### src/source/simt_alu_pkg.sv
// shared constants for the lane-parallel rv32 execute cluster
// alu operation codes, opcode and funct fields, instruction union
package simt_alu_pkg;

	// data word and register index widths, rv32 only
	localparam int XLEN       = 32;
	localparam int REG_ADDR_W = 5;
	// width of the lane select on the external load port
	localparam int LANE_W     = 8;

	// alu operation codes, same encoding as the scalar alu
	localparam logic [3:0] ALU_ADD   = 4'b0000;
	localparam logic [3:0] ALU_SUB   = 4'b0001;
	localparam logic [3:0] ALU_SLL   = 4'b0010;
	localparam logic [3:0] ALU_SLT   = 4'b0011;
	localparam logic [3:0] ALU_SLTU  = 4'b0100;
	localparam logic [3:0] ALU_XOR   = 4'b0101;
	localparam logic [3:0] ALU_SRL   = 4'b0110;
	localparam logic [3:0] ALU_SRA   = 4'b0111;
	localparam logic [3:0] ALU_OR    = 4'b1000;
	localparam logic [3:0] ALU_AND   = 4'b1001;
	localparam logic [3:0] ALU_PASSB = 4'b1010;
	// masked shifts, only the low 5 bits of src2 count
	localparam logic [3:0] ALU_SRL5  = 4'b1011;
	localparam logic [3:0] ALU_SLL5  = 4'b1100;
	localparam logic [3:0] ALU_SRA5  = 4'b1101;

	// major opcodes accepted by the decoder
	localparam logic [6:0] OPC_OP     = 7'b0110011;
	localparam logic [6:0] OPC_OP_IMM = 7'b0010011;
	localparam logic [6:0] OPC_LUI    = 7'b0110111;

	// funct3 per operation group
	localparam logic [2:0] F3_ADD_SUB = 3'b000;
	localparam logic [2:0] F3_SLL     = 3'b001;
	localparam logic [2:0] F3_SLT     = 3'b010;
	localparam logic [2:0] F3_SLTU    = 3'b011;
	localparam logic [2:0] F3_XOR     = 3'b100;
	localparam logic [2:0] F3_SR      = 3'b101;
	localparam logic [2:0] F3_OR      = 3'b110;
	localparam logic [2:0] F3_AND     = 3'b111;

	// funct7 values, alt selects sub and sra
	localparam logic [6:0] F7_BASE = 7'b0000000;
	localparam logic [6:0] F7_ALT  = 7'b0100000;

	// one instruction word seen as r, i or u format
	typedef union packed {
		struct packed {
			logic [6:0]            funct7;
			logic [REG_ADDR_W-1:0] rs2;
			logic [REG_ADDR_W-1:0] rs1;
			logic [2:0]            funct3;
			logic [REG_ADDR_W-1:0] rd;
			logic [6:0]            opcode;
		} r;
		struct packed {
			logic [11:0]           imm12;
			logic [REG_ADDR_W-1:0] rs1;
			logic [2:0]            funct3;
			logic [REG_ADDR_W-1:0] rd;
			logic [6:0]            opcode;
		} i;
		struct packed {
			logic [19:0]           imm20;
			logic [REG_ADDR_W-1:0] rd;
			logic [6:0]            opcode;
		} u;
	} rv_instr_u;

endpackage
### src/source/rv_issue_decoder.sv
// instruction register and decoder
// broadcasts operation, operands and immediate to every lane
`timescale 1ns/1ps

module rv_issue_decoder import simt_alu_pkg::*; (
	input  logic                  clk,
	input  logic                  rst_n,
	input  logic                  instr_valid,
	input  logic [XLEN-1:0]       instr,
	output logic                  iss_valid,
	output logic [3:0]            iss_op,
	output logic [REG_ADDR_W-1:0] iss_rs1,
	output logic [REG_ADDR_W-1:0] iss_rs2,
	output logic [REG_ADDR_W-1:0] iss_rd,
	output logic                  iss_use_imm,
	output logic [XLEN-1:0]       iss_imm,
	output logic                  iss_wen,
	output logic                  iss_illegal
);

	rv_instr_u       instr_u;
	logic [3:0]      dec_op;
	logic            dec_use_imm;
	logic [XLEN-1:0] dec_imm;
	logic            dec_bad;
	logic            f7_base;
	logic            f7_alt;
	// first illegal stage, second one is iss_illegal
	logic            illegal_q;

	// funct3 to alu code, alt picks sub or sra
	function automatic logic [3:0] alu_from_f3(input logic [2:0] f3, input logic alt);
		logic [3:0] op;
		case (f3)
			F3_ADD_SUB: op = alt ? ALU_SUB : ALU_ADD;
			F3_SLL:     op = ALU_SLL5;
			F3_SLT:     op = ALU_SLT;
			F3_SLTU:    op = ALU_SLTU;
			F3_XOR:     op = ALU_XOR;
			F3_SR:      op = alt ? ALU_SRA5 : ALU_SRL5;
			F3_OR:      op = ALU_OR;
			default:    op = ALU_AND;
		endcase
		return op;
	endfunction

	assign instr_u = instr;
	assign f7_base = (instr_u.r.funct7 == F7_BASE);
	assign f7_alt  = (instr_u.r.funct7 == F7_ALT);

	always_comb begin
		dec_op      = ALU_ADD;
		dec_use_imm = 1'b0;
		dec_imm     = '0;
		dec_bad     = 1'b0;
		case (instr_u.r.opcode)
			OPC_OP: begin
				dec_op  = alu_from_f3(instr_u.r.funct3, f7_alt);
				// alt funct7 only legal on add/sub and the right shifts
				dec_bad = !(f7_base || f7_alt) ||
				          (f7_alt && instr_u.r.funct3 != F3_ADD_SUB &&
				           instr_u.r.funct3 != F3_SR);
			end
			OPC_OP_IMM: begin
				// addi has no funct7, its top bits are immediate
				dec_op      = alu_from_f3(instr_u.i.funct3,
				                          f7_alt && instr_u.i.funct3 == F3_SR);
				dec_use_imm = 1'b1;
				dec_imm     = {{(XLEN-12){instr_u.i.imm12[11]}}, instr_u.i.imm12};
				dec_bad     = (instr_u.i.funct3 == F3_SLL && !f7_base) ||
				              (instr_u.i.funct3 == F3_SR && !(f7_base || f7_alt));
			end
			OPC_LUI: begin
				dec_op      = ALU_PASSB;
				dec_use_imm = 1'b1;
				dec_imm     = {instr_u.u.imm20, 12'b0};
			end
			default: dec_bad = 1'b1;
		endcase
	end

	// control flops
	always_ff @(posedge clk or negedge rst_n) begin
		if (!rst_n) begin
			iss_valid   <= 1'b0;
			iss_wen     <= 1'b0;
			illegal_q   <= 1'b0;
			iss_illegal <= 1'b0;
		end else begin
			iss_valid   <= instr_valid;
			// no writeback for illegal words or rd x0
			iss_wen     <= instr_valid && !dec_bad && (instr_u.r.rd != '0);
			illegal_q   <= instr_valid && dec_bad;
			// delayed to line up with lane_valid
			iss_illegal <= illegal_q;
		end
	end

	// decoded payload, only loaded on a new word
	always_ff @(posedge clk) begin
		if (instr_valid) begin
			iss_op      <= dec_op;
			iss_rs1     <= instr_u.r.rs1;
			iss_rs2     <= instr_u.r.rs2;
			iss_rd      <= instr_u.r.rd;
			iss_use_imm <= dec_use_imm;
			iss_imm     <= dec_imm;
		end
	end

endmodule

### config.mk
export PLATFORM = sky130hd
export DESIGN_NAME = rv_issue_decoder
export DESIGN_NICKNAME = d
export VERILOG_FILES = /design/src/source/simt_alu_pkg.sv /design/src/source/rv_issue_decoder.sv
export SDC_FILE = /design/constraint.sdc
export NUM_CORES = 1
export LEC_CHECK = 0
export BUFFER_PORTS_ARGS = -buffer_cell sky130_fd_sc_hd__buf_2
export CORE_ASPECT_RATIO = 0.9
export CORE_MARGIN = 2
export CORE_UTILIZATION = 30
export CTS_BUF_LIST = sky130_fd_sc_hd__clkbuf_4
export DETAILED_ROUTE_END_ITERATION = 7
export SETUP_SLACK_MARGIN = 0.2
export SLEW_MARGIN = 10
export SYNTH_ARGS = -nofsm -noshare
export SYNTH_HDL_FRONTEND = slang
export SYNTH_SLANG_ARGS = --single-unit
### constraint.sdc
create_clock -name clk -period 0.8 [get_ports clk]
set_clock_uncertainty 0.05 [all_clocks]
set_input_delay 0.16 -clock clk [delete_from_list [all_inputs] [get_ports clk]]
set_output_delay 0.16 -clock clk [all_outputs]
set_load 0.02 [all_outputs]
Word level (Yosys, flattened, before mapping)
Index checks and enable logic that the tools add are counted.
- reductions and logical operators: 19
- equal/unequal tests: 11
- mux-type cells: 10
- operators by type and width (kind ; number):
    case mux 32 bit (2 select lines) ; 1
    case mux 4 bit (7 select lines) ; 2
    == test 7 x 6 -> 1 bit, second input constant ; 3
    case mux 4 bit (3 select lines) ; 1
    == test 3 bit, second input constant ; 3
    logical AND 1 bit ; 8
    == test 7 x 5 -> 1 bit, second input constant ; 1
    logical NOT 7 bit ; 1
    == test 3 x 2 -> 1 bit, second input constant ; 2
    2-to-1 mux 3 bit ; 2
    nonzero test 5 bit ; 1
    == test 3 x 1 -> 1 bit, second input constant ; 1
    logical NOT 1 bit ; 3
    logical NOT 3 bit ; 1
    logical OR 1 bit ; 3
    2-to-1 mux 1 bit ; 3
    inequality test 3 bit, second input constant ; 1
    case mux 1 bit (3 select lines) ; 1
    nonzero test 3 bit ; 1
    OR reduction 2 bit ; 1
- flip-flop bits (word level): 56
- bits of input ports: 35
- output and inout port bits: 55

Longest topological paths before layout
Gate-level depths: netlist (run 1).
- depth after elaboration: 9
- gate-level depth with buffers: 5
- mapped depth without buffers: 4

Least setup slack after synthesis (run 1)
OpenSTA, ideal clock, no wires.
- kind: input -> register
- start: in instr[6]
- end: reg iss_imm[12] (data pin)
- stages: 5
- data arrival time: 1.067 ns
- required time: 0.621 ns
- slack: -0.446 ns
- cells stage by stage: nand4b_1 nor2_1 and3_1 clkbuf_1 a21o_1
- cells in the longest elaborated chain, start to end: 2
- elaborated cells on any way between the ends: 3
- ends and longest elaborated chain (item ; RTL line ; text):
    start: declaration ; rv_issue_decoder.sv:9 ; input logic [XLEN-1:0] instr,
    == test 7 x 6 -> 1 bit / == test 7 x 5 -> 1 bit (equally long branches) ; rv_issue_decoder.sv:56 ; case (instr_u.r.opcode)
    case mux 32 bit (2 select lines) * ; rv_issue_decoder.sv:56 ;
    net dec_imm[12] ; rv_issue_decoder.sv:24 ; logic [XLEN-1:0] dec_imm;
    end signal: assignment ; rv_issue_decoder.sv:107 ; iss_imm <= dec_imm;
    end: declaration ; rv_issue_decoder.sv:16 ; output logic [XLEN-1:0] iss_imm,
The timed path passes the listed nets; every way through them passes the cells marked *.
A chain may end at the register's enable or synchronous reset.

Final worst setup path (run 1)
- start: reg iss_imm[31]
- end: out iss_imm[31]
No word-level cell between the ends.

==> results_dict.tcl, run 1 <==
set metrics [dict create \
    status "finished, violations left" \
    violations "negative hold slack, negative setup slack" \
    async_reset_ff_share_pct 7.14 \
    hold_slack_ns -0.0803 \
    rows 29 \
    routed_via_density 4.57 \
    fin_crit_ns 1.16 \
    startpoint "iss_imm[31]" \
    powerDensity_nw_per_um2 1660 \
    synth_most_common_cell "edfxtp_1" \
    synth.area.top_cells "edfxtp_1 (72%), a21o_1 (6.6%), dfrtp_1 (4.6%)" \
    path_max_fanout 1 \
    arrival_ns 0.95 \
    syn_area_per_cell_um2 16.3 \
    cp-endpoint "iss_imm[31]" \
    die_w_um 93.6 \
    rr_endpoint "iss_illegal" \
    post-route-period-util_pct 145 \
    grt.overflow.total 0 \
    crit_type "flop to output port" \
    synth.distinct_cells 32 \
    drive_above_1_share_pct 56.2 \
    tritoncts "built" \
    critical_path.n_buffers_inverters 1 \
    io_buffers 89 \
    cp_top_family "flip-flops" \
    netlist_instances 133 \
    antennaDiodeCount 0 \
    cpPeakStageDelay_ns 0.43 \
    setup_slack_ns -0.357 \
    numCtsBuffers 5 \
    place.gp.congestion 0.762 \
    rsz0062_at_grt "true" \
    synth_top_area_cell "edfxtp_1" \
    synth_area_um2 2170 \
    worstSetupEndpointType "output port" \
    core_area_um2 7040 \
    hold_path.class "input pin to flop" \
    r2r_cells 0 \
    synth-seq-cells 56 \
    grt_max_degree 38 \
    slew_violations 0 \
    syn_nets 168 \
    slew_headroom_pct 73.1 \
    ir_drop_v 0.000693 \
    first_pass_iters 4 \
    synth.yosys.seq_area_share_pct 76.6 \
    cap_violations 0 \
    r2r_start "illegal_q" \
    cts_max_level 2 \
    fill_cells 593 \
    synthFlopType "edfxtp_1" \
    syn_to_final_growth_pct 61.1 \
    critPathLaunchType "flop" \
    path_clk_slew_ns 0.15 \
    vias 1604 \
    fmax_ghz 0.864 \
    dp_cells 330 \
    cp.required_ns 0.59 \
    routedWlPerCell_um 15.1 \
    grt_first_pass_wirelength_um 7840 \
    worstSkewPairLatency_ns 0.36 \
    cts_root_buffer "clkbuf_4" \
    synth_warnings 0 \
    regToRegSetupSlack_ns 0.28 \
    tightestPinTransition_ns 0.401 \
    start_util_pct 30.8 \
    placed_area_um2 2910 \
    setup_viol 94 \
    cp_cell_sequence "buf_6" \
    leakagePower_uw 0.00158 \
    grtUsageTotal_pct 13.2 \
    totalWireLength_um 5310 \
    synth_common_cells "edfxtp_1 (52), a21o_1 (19), and2_1 (11)" \
    instances_no_fill 351 \
    numClockSinks 56 \
    stdcell_area_um2 3490 \
    antenna_found_initial 0 \
    fin_nets 292 \
    synth-edff-count 52 \
    hp-start "instr[18]" \
    synth_top_area_share_pct 72.0 \
    hold_viol 14 \
    hpwl_um 3380 \
    fin_util_pct 49.6 \
    grt_pass1_vias 1504 \
    drt_iter0_drc 72 \
    fp.dieH_um 84.7 \
    top_level_ports 90 \
    ant_nets 0 \
    drc_errors 0 \
    critPathSlowestCell "edfxtp_1" \
    crit_cells 1 \
    die-area_um2 7920 \
    clockBufferDepth 2 \
    cts-hold-fix-buffers 1 \
]
-- area by class of cell --
type	count	area (µm²)	area share (%)
clock buffer	5	37.5	1.07
clock inverter	3	37.5	1.07
inverter	2	7.51	0.215
multi-input combinational	71	549	15.7
sequential	56	1660	47.6
tap	93	116	3.33
timing repair buffer	121	1080	31.0
-- how the worst min path moves through the flow --
stage	to	slack [ns]	cells after the start
floorplan	illegal_q	-0.19	0
global placement	iss_valid	-0.08	1
detailed placement	iss_valid	-0.08	1
CTS	iss_rd[3]	-0.10	1
global route	iss_rd[2]	-0.12	1
finish	iss_rs1[3]	-0.08	1
-- state kept, by name, summed over array words and instances, names as in the netlist --
register and cells:
illegal_q 1, iss_illegal 1, iss_imm 32, iss_op 4, iss_rd 5, iss_rs1 5
iss_rs2 5, iss_use_imm 1, iss_valid 1, iss_wen 1
-- kinds of logic after synthesis --
family / count (synthesis) / synth area share (%)
xor+xnor: 1 / 0.404
flops: 56 / 76.6
simple gates: 33 / 9.52
compound gates: 34 / 11.3
buf+inv: 9 / 2.19
-- report_power, final --
group | internal [µW] | switching (µW) | leakage, µW | total, µW
registers | 3370 | 68.4 | 0.000547 | 3440
clock network | 640 | 808 | 0.0000403 | 1450
logic | 446 | 479 | 0.000993 | 925
total | 4460 | 1360 | 0.00158 | 5810
-- layout by cell type, fill, tap and decap left out, drive strengths merged --
cell type	instances
nand2b	3
nand4b	1
a41oi	1
nor4	2
o21a	2
and3	1
nor2b	1
a311o	1
nand3	3
bufinv	1
xor2	1
clkbuf	5
inv	2
nor2	3
clkinv	2
a211o	1
a21oi	3
a21o	19
a31oi	1
dfrtp	4
o21ai	5
and2	15
or3	2
nor3	1
edfxtp	52
dlygate4sd3	1
or4	1
nand2	3
a311oi	1
buf	120
-- through the flow --
step	TNS [ns]	setup slack [ns]	power, µW
floorplan	-12.76	-0.430	3800
global placement	-26.02	-0.619	4220
detailed placement	-27.35	-0.656	4230
CTS	-25.14	-0.393	5780
global route	-29.52	-0.417	6060
finish	-26.04	-0.357	5810
-- routing by layer --
metal | track usage (%) | wire length [µm] | up-vias
met2 | 21.5 | 2630 | 60
met4 | 5.01 | 92 | 0
met3 | 4.13 | 363 | 8
li1 | - | - | 762
met1 | 16.4 | 2230 | 774
met5 | 0 | 0 | -
-- timing repair --
action / 4_1_cts / 5_1_grt
gates resized for setup: 46 / 63
setup buffers: 6 / 0
endpoints found under the hold margin: 21 / 19
cloned: 6 / 0
pin swaps: 12 / 7
setup endpoints to repair: 94 / 94
Note: power is estimated with default switching activity, not from simulation.
==> run 2, diff against run 1 <==
--- a/config.mk
+++ b/config.mk
@@ -6,11 +6,14 @@
 export NUM_CORES = 1
 export LEC_CHECK = 0
 export BUFFER_PORTS_ARGS = -buffer_cell sky130_fd_sc_hd__buf_2
+export CELL_PAD_IN_SITES_DETAIL_PLACEMENT = 2
+export CELL_PAD_IN_SITES_GLOBAL_PLACEMENT = 2
 export CORE_ASPECT_RATIO = 0.9
 export CORE_MARGIN = 2
-export CORE_UTILIZATION = 30
+export CORE_UTILIZATION = 29
 export CTS_BUF_LIST = sky130_fd_sc_hd__clkbuf_4
 export DETAILED_ROUTE_END_ITERATION = 7
+export PLACE_DENSITY_LB_ADDON = 0.1
 export SETUP_SLACK_MARGIN = 0.2
 export SLEW_MARGIN = 10
 export SYNTH_ARGS = -nofsm -noshare
==> run 2 against run 1 <==
The run still ends with negative hold slack, negative setup slack left; sequential cell count did not move; first-iteration DRC count fell by 43%; design area rose by 2.4%; total power rose by 2.9%; count of clock-buffer cells in the layout rose by 1; fmax fell by 4.2%; sequential share of layout area fell by 1.1 points; wire length rose by 35%; cell count rose by 2.0%; non-clock buffer count rose by 7; utilization rose by 0.43 points; sequential power barely moved.
==> results_dict.tcl, run 2 (synthesized netlist as in run 1, its figures left out) <==
set metrics [dict create \
    hold_slack_ns -0.0812 \
    numCtsBuffers 5 \
    cts_root_buffer "clkbuf_4" \
    top_register "iss_imm" \
    setup_viol 94 \
    slew_headroom_pct 70.6 \
    antennaDiodeCount 0 \
    fin_crit_ns 1.21 \
    routedWlPerCell_um 20.0 \
    fin_nets 299 \
    cap_violations 0 \
    cp_top_family "flip-flops" \
    rows 29 \
    final_common_cell "edfxtp_1" \
    critical_path.n_buffers_inverters 1 \
    clockBufferDepth 2 \
    numClockSinks 56 \
    violations "negative hold slack, negative setup slack" \
    fmax_ghz 0.828 \
    place.gp.congestion 0.709 \
    grt_max_degree 32 \
    p_int_uw 4520 \
    cp_cell_sequence "buf_6" \
    p_switching_uw 1460 \
    path_clk_slew_ns 0.16 \
    drt_iter0_drc 41 \
    cts-hold-fix-buffers 1 \
    hold_viol 15 \
    grt_pass1_vias 1867 \
    hold_end "iss_rd[2]" \
    critPathLaunchType "flop" \
    leakagePower_uw 0.00163 \
    ant_nets 0 \
    vias 1684 \
    drc_errors 0 \
    cpPeakStageDelay_ns 0.47 \
    p_clk_share_pct 25.9 \
    final_cell_mix "edfxtp_1 (52), buf_6 (50), buf_2 (46)" \
    pwr-share-comb_pct 16.3 \
    tritoncts "built" \
    totalWireLength_um 7160 \
    seqPwrFrac_pct 57.7 \
    core_area_um2 7150 \
    largest_reg_flops 32 \
    routed_via_density 4.70 \
    rsz0062_at_grt "true" \
    grtUsageTotal_pct 17.9 \
    setup_tns_ns -30.80 \
    crit_type "flop to output port" \
    path_max_fanout 1 \
    first_pass_iters 4 \
    r2r_start "illegal_q" \
    top_level_ports 90 \
    fill_cells 713 \
    start_util_pct 30.3 \
    critPathSlowestCell "edfxtp_1" \
    ir_drop_v 0.000643 \
    rr_endpoint "iss_illegal" \
    grt.overflow.total 0 \
    antenna_found_initial 0 \
    hold_path.class "input pin to flop" \
    grt_first_pass_wirelength_um 10600 \
    tightestPinTransition_ns 0.438 \
    worstSkewPairLatency_ns 0.37 \
    arrival_ns 1.00 \
    cts_max_level 2 \
    worstSetupEndpointType "output port" \
    drive_above_1_share_pct 61.5 \
    hpwl_um 4610 \
    syn_to_final_growth_pct 65.0 \
    switching_share_pct 24.4 \
    setup_slack_ns -0.408 \
    pre_cts_slack_ns -0.737 \
    powerDensity_nw_per_um2 1670 \
    r2r_cells 0 \
    fp.dieH_um 86.0 \
    hp-start "instr[9]" \
    die-area_um2 8190 \
    io_buffers 89 \
    cp.required_ns 0.59 \
    hold_depth 1 \
    post-route-period-util_pct 151 \
    status "finished, violations left" \
    slew_violations 0 \
    regToRegSetupSlack_ns 0.27 \
    die_w_um 95.1 \
]
[run 2: cell type report]
cell class | count | area, µm² | area share [%]
Clock inverter | 2 | 35.0 | 0.979
Clock buffer | 6 | 45.0 | 1.26
Sequential cell | 56 | 1660 | 46.4
Inverter | 2 | 7.51 | 0.210
Timing Repair Buffer | 128 | 1130 | 31.5
Multi-Input combinational cell | 71 | 587 | 16.4
Tap cell | 93 | 116 | 3.25
[run 2: per-stage QoR]
step / utilization, % / cells / instance area [µm²] / power, µW / hold WS [ns]
floorplan: - / 133 / 2230 / 3800 / -0.186
global placement: 40.9 / 333 / 2920 / 4230 / -0.0864
detailed placement: 40.9 / 333 / 2920 / 4270 / -0.0793
CTS: 47.3 / 355 / 3380 / 5950 / -0.102
global route: 50.1 / 358 / 3580 / 6200 / -0.107
finish: 50.1 / 358 / 3580 / 5980 / -0.0812
[run 2: what timing repair did]
action / 4_1_cts / 5_1_grt
hold endpoints to repair: 19 / 16
pin swaps: 19 / 12
buffers inserted: 7 / 2
resized for setup: 73 / 50
cloned: 6 / 1
setup endpoints to repair: 94 / 94
[run 2: worst max-delay path by stage]
| stage | cells past startpoint | endpoint | slack [ns] | start |
|---|---|---|---|---|
| 3_5_place_dp | 5 | iss_op[0] | -0.74 | instr[27] |
| 4_1_cts | 1 | iss_imm[16] | -0.42 | iss_imm[16] |
| 5_1_grt | 1 | iss_imm[28] | -0.45 | iss_imm[28] |
| 3_3_place_gp | 5 | iss_op[0] | -0.69 | instr[27] |
| 2_1_floorplan | 4 | iss_op[0] | -0.43 | instr[27] |
| 6_report | 1 | iss_imm[16] | -0.41 | iss_imm[16] |
[run 2: layer usage]
layer  global-route usage (%)  share of wire [%]  routed length, µm  vias to the layer above
li1                         -                  -                  -                      772
met1                     21.0                 39               2790                      849
met2                     31.6                 55               3910                       52
met3                     3.60                4.3                309                       11
met4                     7.77                2.1                148                        0
met5                        0                  0                  0                        -
[run 2: power by group through the flow]
stage | Combinational, µW | Sequential [µW] | Clock, µW
floorplan | 84.1 | 3720 | 0
global placement | 751 | 3470 | 0
detailed placement | 782 | 3490 | 0
CTS | 901 | 3440 | 1610
global route | 1030 | 3470 | 1700
finish | 976 | 3450 | 1550
==> run 3, diff against run 2 <==
--- a/config.mk
+++ b/config.mk
@@ -11,7 +11,7 @@
 export CORE_ASPECT_RATIO = 0.9
 export CORE_MARGIN = 2
 export CORE_UTILIZATION = 29
-export CTS_BUF_LIST = sky130_fd_sc_hd__clkbuf_4
+export CTS_BUF_LIST = sky130_fd_sc_hd__clkbuf_8
 export DETAILED_ROUTE_END_ITERATION = 7
 export PLACE_DENSITY_LB_ADDON = 0.1
 export SETUP_SLACK_MARGIN = 0.2
==> run 3 against run 2 <==
The run still ends with negative hold slack, negative setup slack left; cell count is 2.8% lower; critical path depth increased by 5; wire length is 9.1% lower; via count down 4.0%; sequential power hardly changed; first-iteration DRC count rose by 9.8%; design area shrank 3.6%; clock power rose by 18%; global-route usage is 2.2 points lower; non-clock buffer count decreased by 9; register-to-register slack about the same; count of clock-buffer cells in the layout shrank 1.
==> results_dict.tcl, run 3 (synthesized netlist as in run 1, its figures left out) <==
set metrics [dict create \
    violations "negative hold slack, negative setup slack" \
    status "finished, violations left" \
    grt.overflow.total 0 \
    p_int_uw 4750 \
    switching_share_pct 24.0 \
    cp.required_ns 0.92 \
    fp.dieH_um 86.0 \
    start_util_pct 30.3 \
    cp_cell_sequence "buf_8 > nor4_4 > buf_4 > a41oi_2 > or3_1 > a21oi_2" \
    cap_violations 0 \
    grt_pass1_vias 1808 \
    leakagePower_uw 0.00156 \
    tritoncts "built" \
    slew_headroom_pct 71.5 \
    cts_root_buffer "clkbuf_8" \
    place.gp.congestion 0.709 \
    rsz0062_at_grt "true" \
    final_common_cell "edfxtp_1" \
    worstSetupEndpointType "flop" \
    cp-endpoint "iss_op[0]" \
    path_clk_slew_ns 0.10 \
    critPathSlowestCell "or3_1" \
    numCtsBuffers 5 \
    fin_crit_ns 1.17 \
    powerDensity_nw_per_um2 1810 \
    regToRegSetupSlack_ns 0.28 \
    path_max_fanout 3 \
    r2r_start "illegal_q" \
    setup_tns_ns -24.34 \
    fmax_ghz 0.858 \
    stdcell_area_um2 3450 \
    die_w_um 95.1 \
    hold_path.class "input pin to flop" \
    setup_viol 94 \
    slew_violations 0 \
    ir_drop_v 0.000659 \
    grtUsageTotal_pct 15.8 \
    hpwl_um 4610 \
    setup_slack_ns -0.366 \
    hold_slack_ns -0.00996 \
    placed_area_um2 2920 \
    p_clk_share_pct 29.3 \
    tightestPinTransition_ns 0.424 \
    cts_max_level 2 \
    core_area_um2 7150 \
    top_register "iss_imm" \
    ant_nets 0 \
    pre_cts_slack_ns -0.737 \
    critPathLaunchType "input pin" \
    power_uw 6260 \
    totalWireLength_um 6500 \
    drt_iter0_drc 45 \
    post-route-period-util_pct 146 \
    syn_to_final_growth_pct 59.0 \
    cts-hold-fix-buffers 1 \
    grt_max_degree 21 \
    routed_via_density 4.65 \
    first_pass_iters 4 \
    critical_path.n_buffers_inverters 2 \
    seqPwrFrac_pct 55.2 \
    vias 1617 \
    antenna_found_initial 0 \
    antennaDiodeCount 0 \
    drive_above_1_share_pct 54.9 \
    rr_endpoint "iss_illegal" \
    final_cell_mix "edfxtp_1 (52), buf_6 (45), buf_2 (44)" \
    routedWlPerCell_um 18.7 \
    drc_errors 0 \
    r2r_cells 0 \
    cpPeakStageDelay_ns 0.34 \
    arrival_ns 1.29 \
    largest_reg_flops 32 \
    startpoint "instr[31]" \
    hold_viol 6 \
    numClockSinks 56 \
    clockBufferDepth 2 \
    p_switching_uw 1500 \
    worstSkewPairLatency_ns 0.30 \
    die-area_um2 8190 \
    cp_top_family "simple AND/OR/NAND/NOR gates" \
    fin_util_pct 48.2 \
    grt_first_pass_wirelength_um 9560 \
    fin_nets 289 \
    io_buffers 89 \
    crit_cells 6 \
    pwr-share-comb_pct 15.5 \
    top_level_ports 90 \
    rows 29 \
    crit_type "input pin to flop" \
]
[run 3: routing by layer]
metal / vias up / GRT usage (%) / wire, µm
met3: 7 / 3.16 / 301
met2: 48 / 28.2 / 3580
li1: 745 / - / -
met1: 817 / 19.0 / 2540
met5: - / 0 / 0
met4: 0 / 4.74 / 81
[run 3: final cells by class]
| class | instances | area [µm²] |
|---|---|---|
| sequential | 56 | 1660 |
| tap | 93 | 116 |
| clock inverter | 3 | 38.8 |
| timing repair buffer | 119 | 1010 |
| fill | 709 | 3700 |
| clock buffer | 5 | 68.8 |
| inverter | 2 | 7.51 |
| multi-input combinational | 70 | 548 |
[run 3: what timing repair did]
item | in CTS | in global routing
endpoints found under the hold margin | 12 | 10
resized for setup | 61 | 42
gates cloned | 1 | 2
setup buffers | 2 | 1
pin swaps | 7 | 1
endpoints found under the setup margin | 137 | 94
[run 3: stage by stage]
stage | cells | hold slack [ns]
floorplan | 133 | -0.186
global placement | 333 | -0.0864
detailed placement | 333 | -0.0793
CTS | 345 | -0.0194
global route | 348 | -0.0217
finish | 348 | -0.00996
[run 3: worst min path at each step]
| stage | slack (ns) | cells after the start | endpoint | from |
|---|---|---|---|---|
| 6_report | -0.01 | 1 | iss_rd[2] | instr[9] |
| 5_1_grt | -0.02 | 1 | iss_rd[2] | instr[9] |
| 2_1_floorplan | -0.19 | 0 | illegal_q | rst_n |
| 4_1_cts | -0.02 | 1 | iss_rd[2] | instr[9] |
| 3_3_place_gp | -0.09 | 1 | iss_wen | rst_n |
| 3_5_place_dp | -0.08 | 1 | iss_valid | rst_n |
[run 3: power by group through the flow]
stage	registers (µW)	logic, µW	clock network, µW
3_5_place_dp	3490	782	0
4_1_cts	3440	909	1860
6_report	3450	971	1830
5_1_grt	3470	1030	1980
3_3_place_gp	3470	751	0
2_1_floorplan	3720	84.1	0
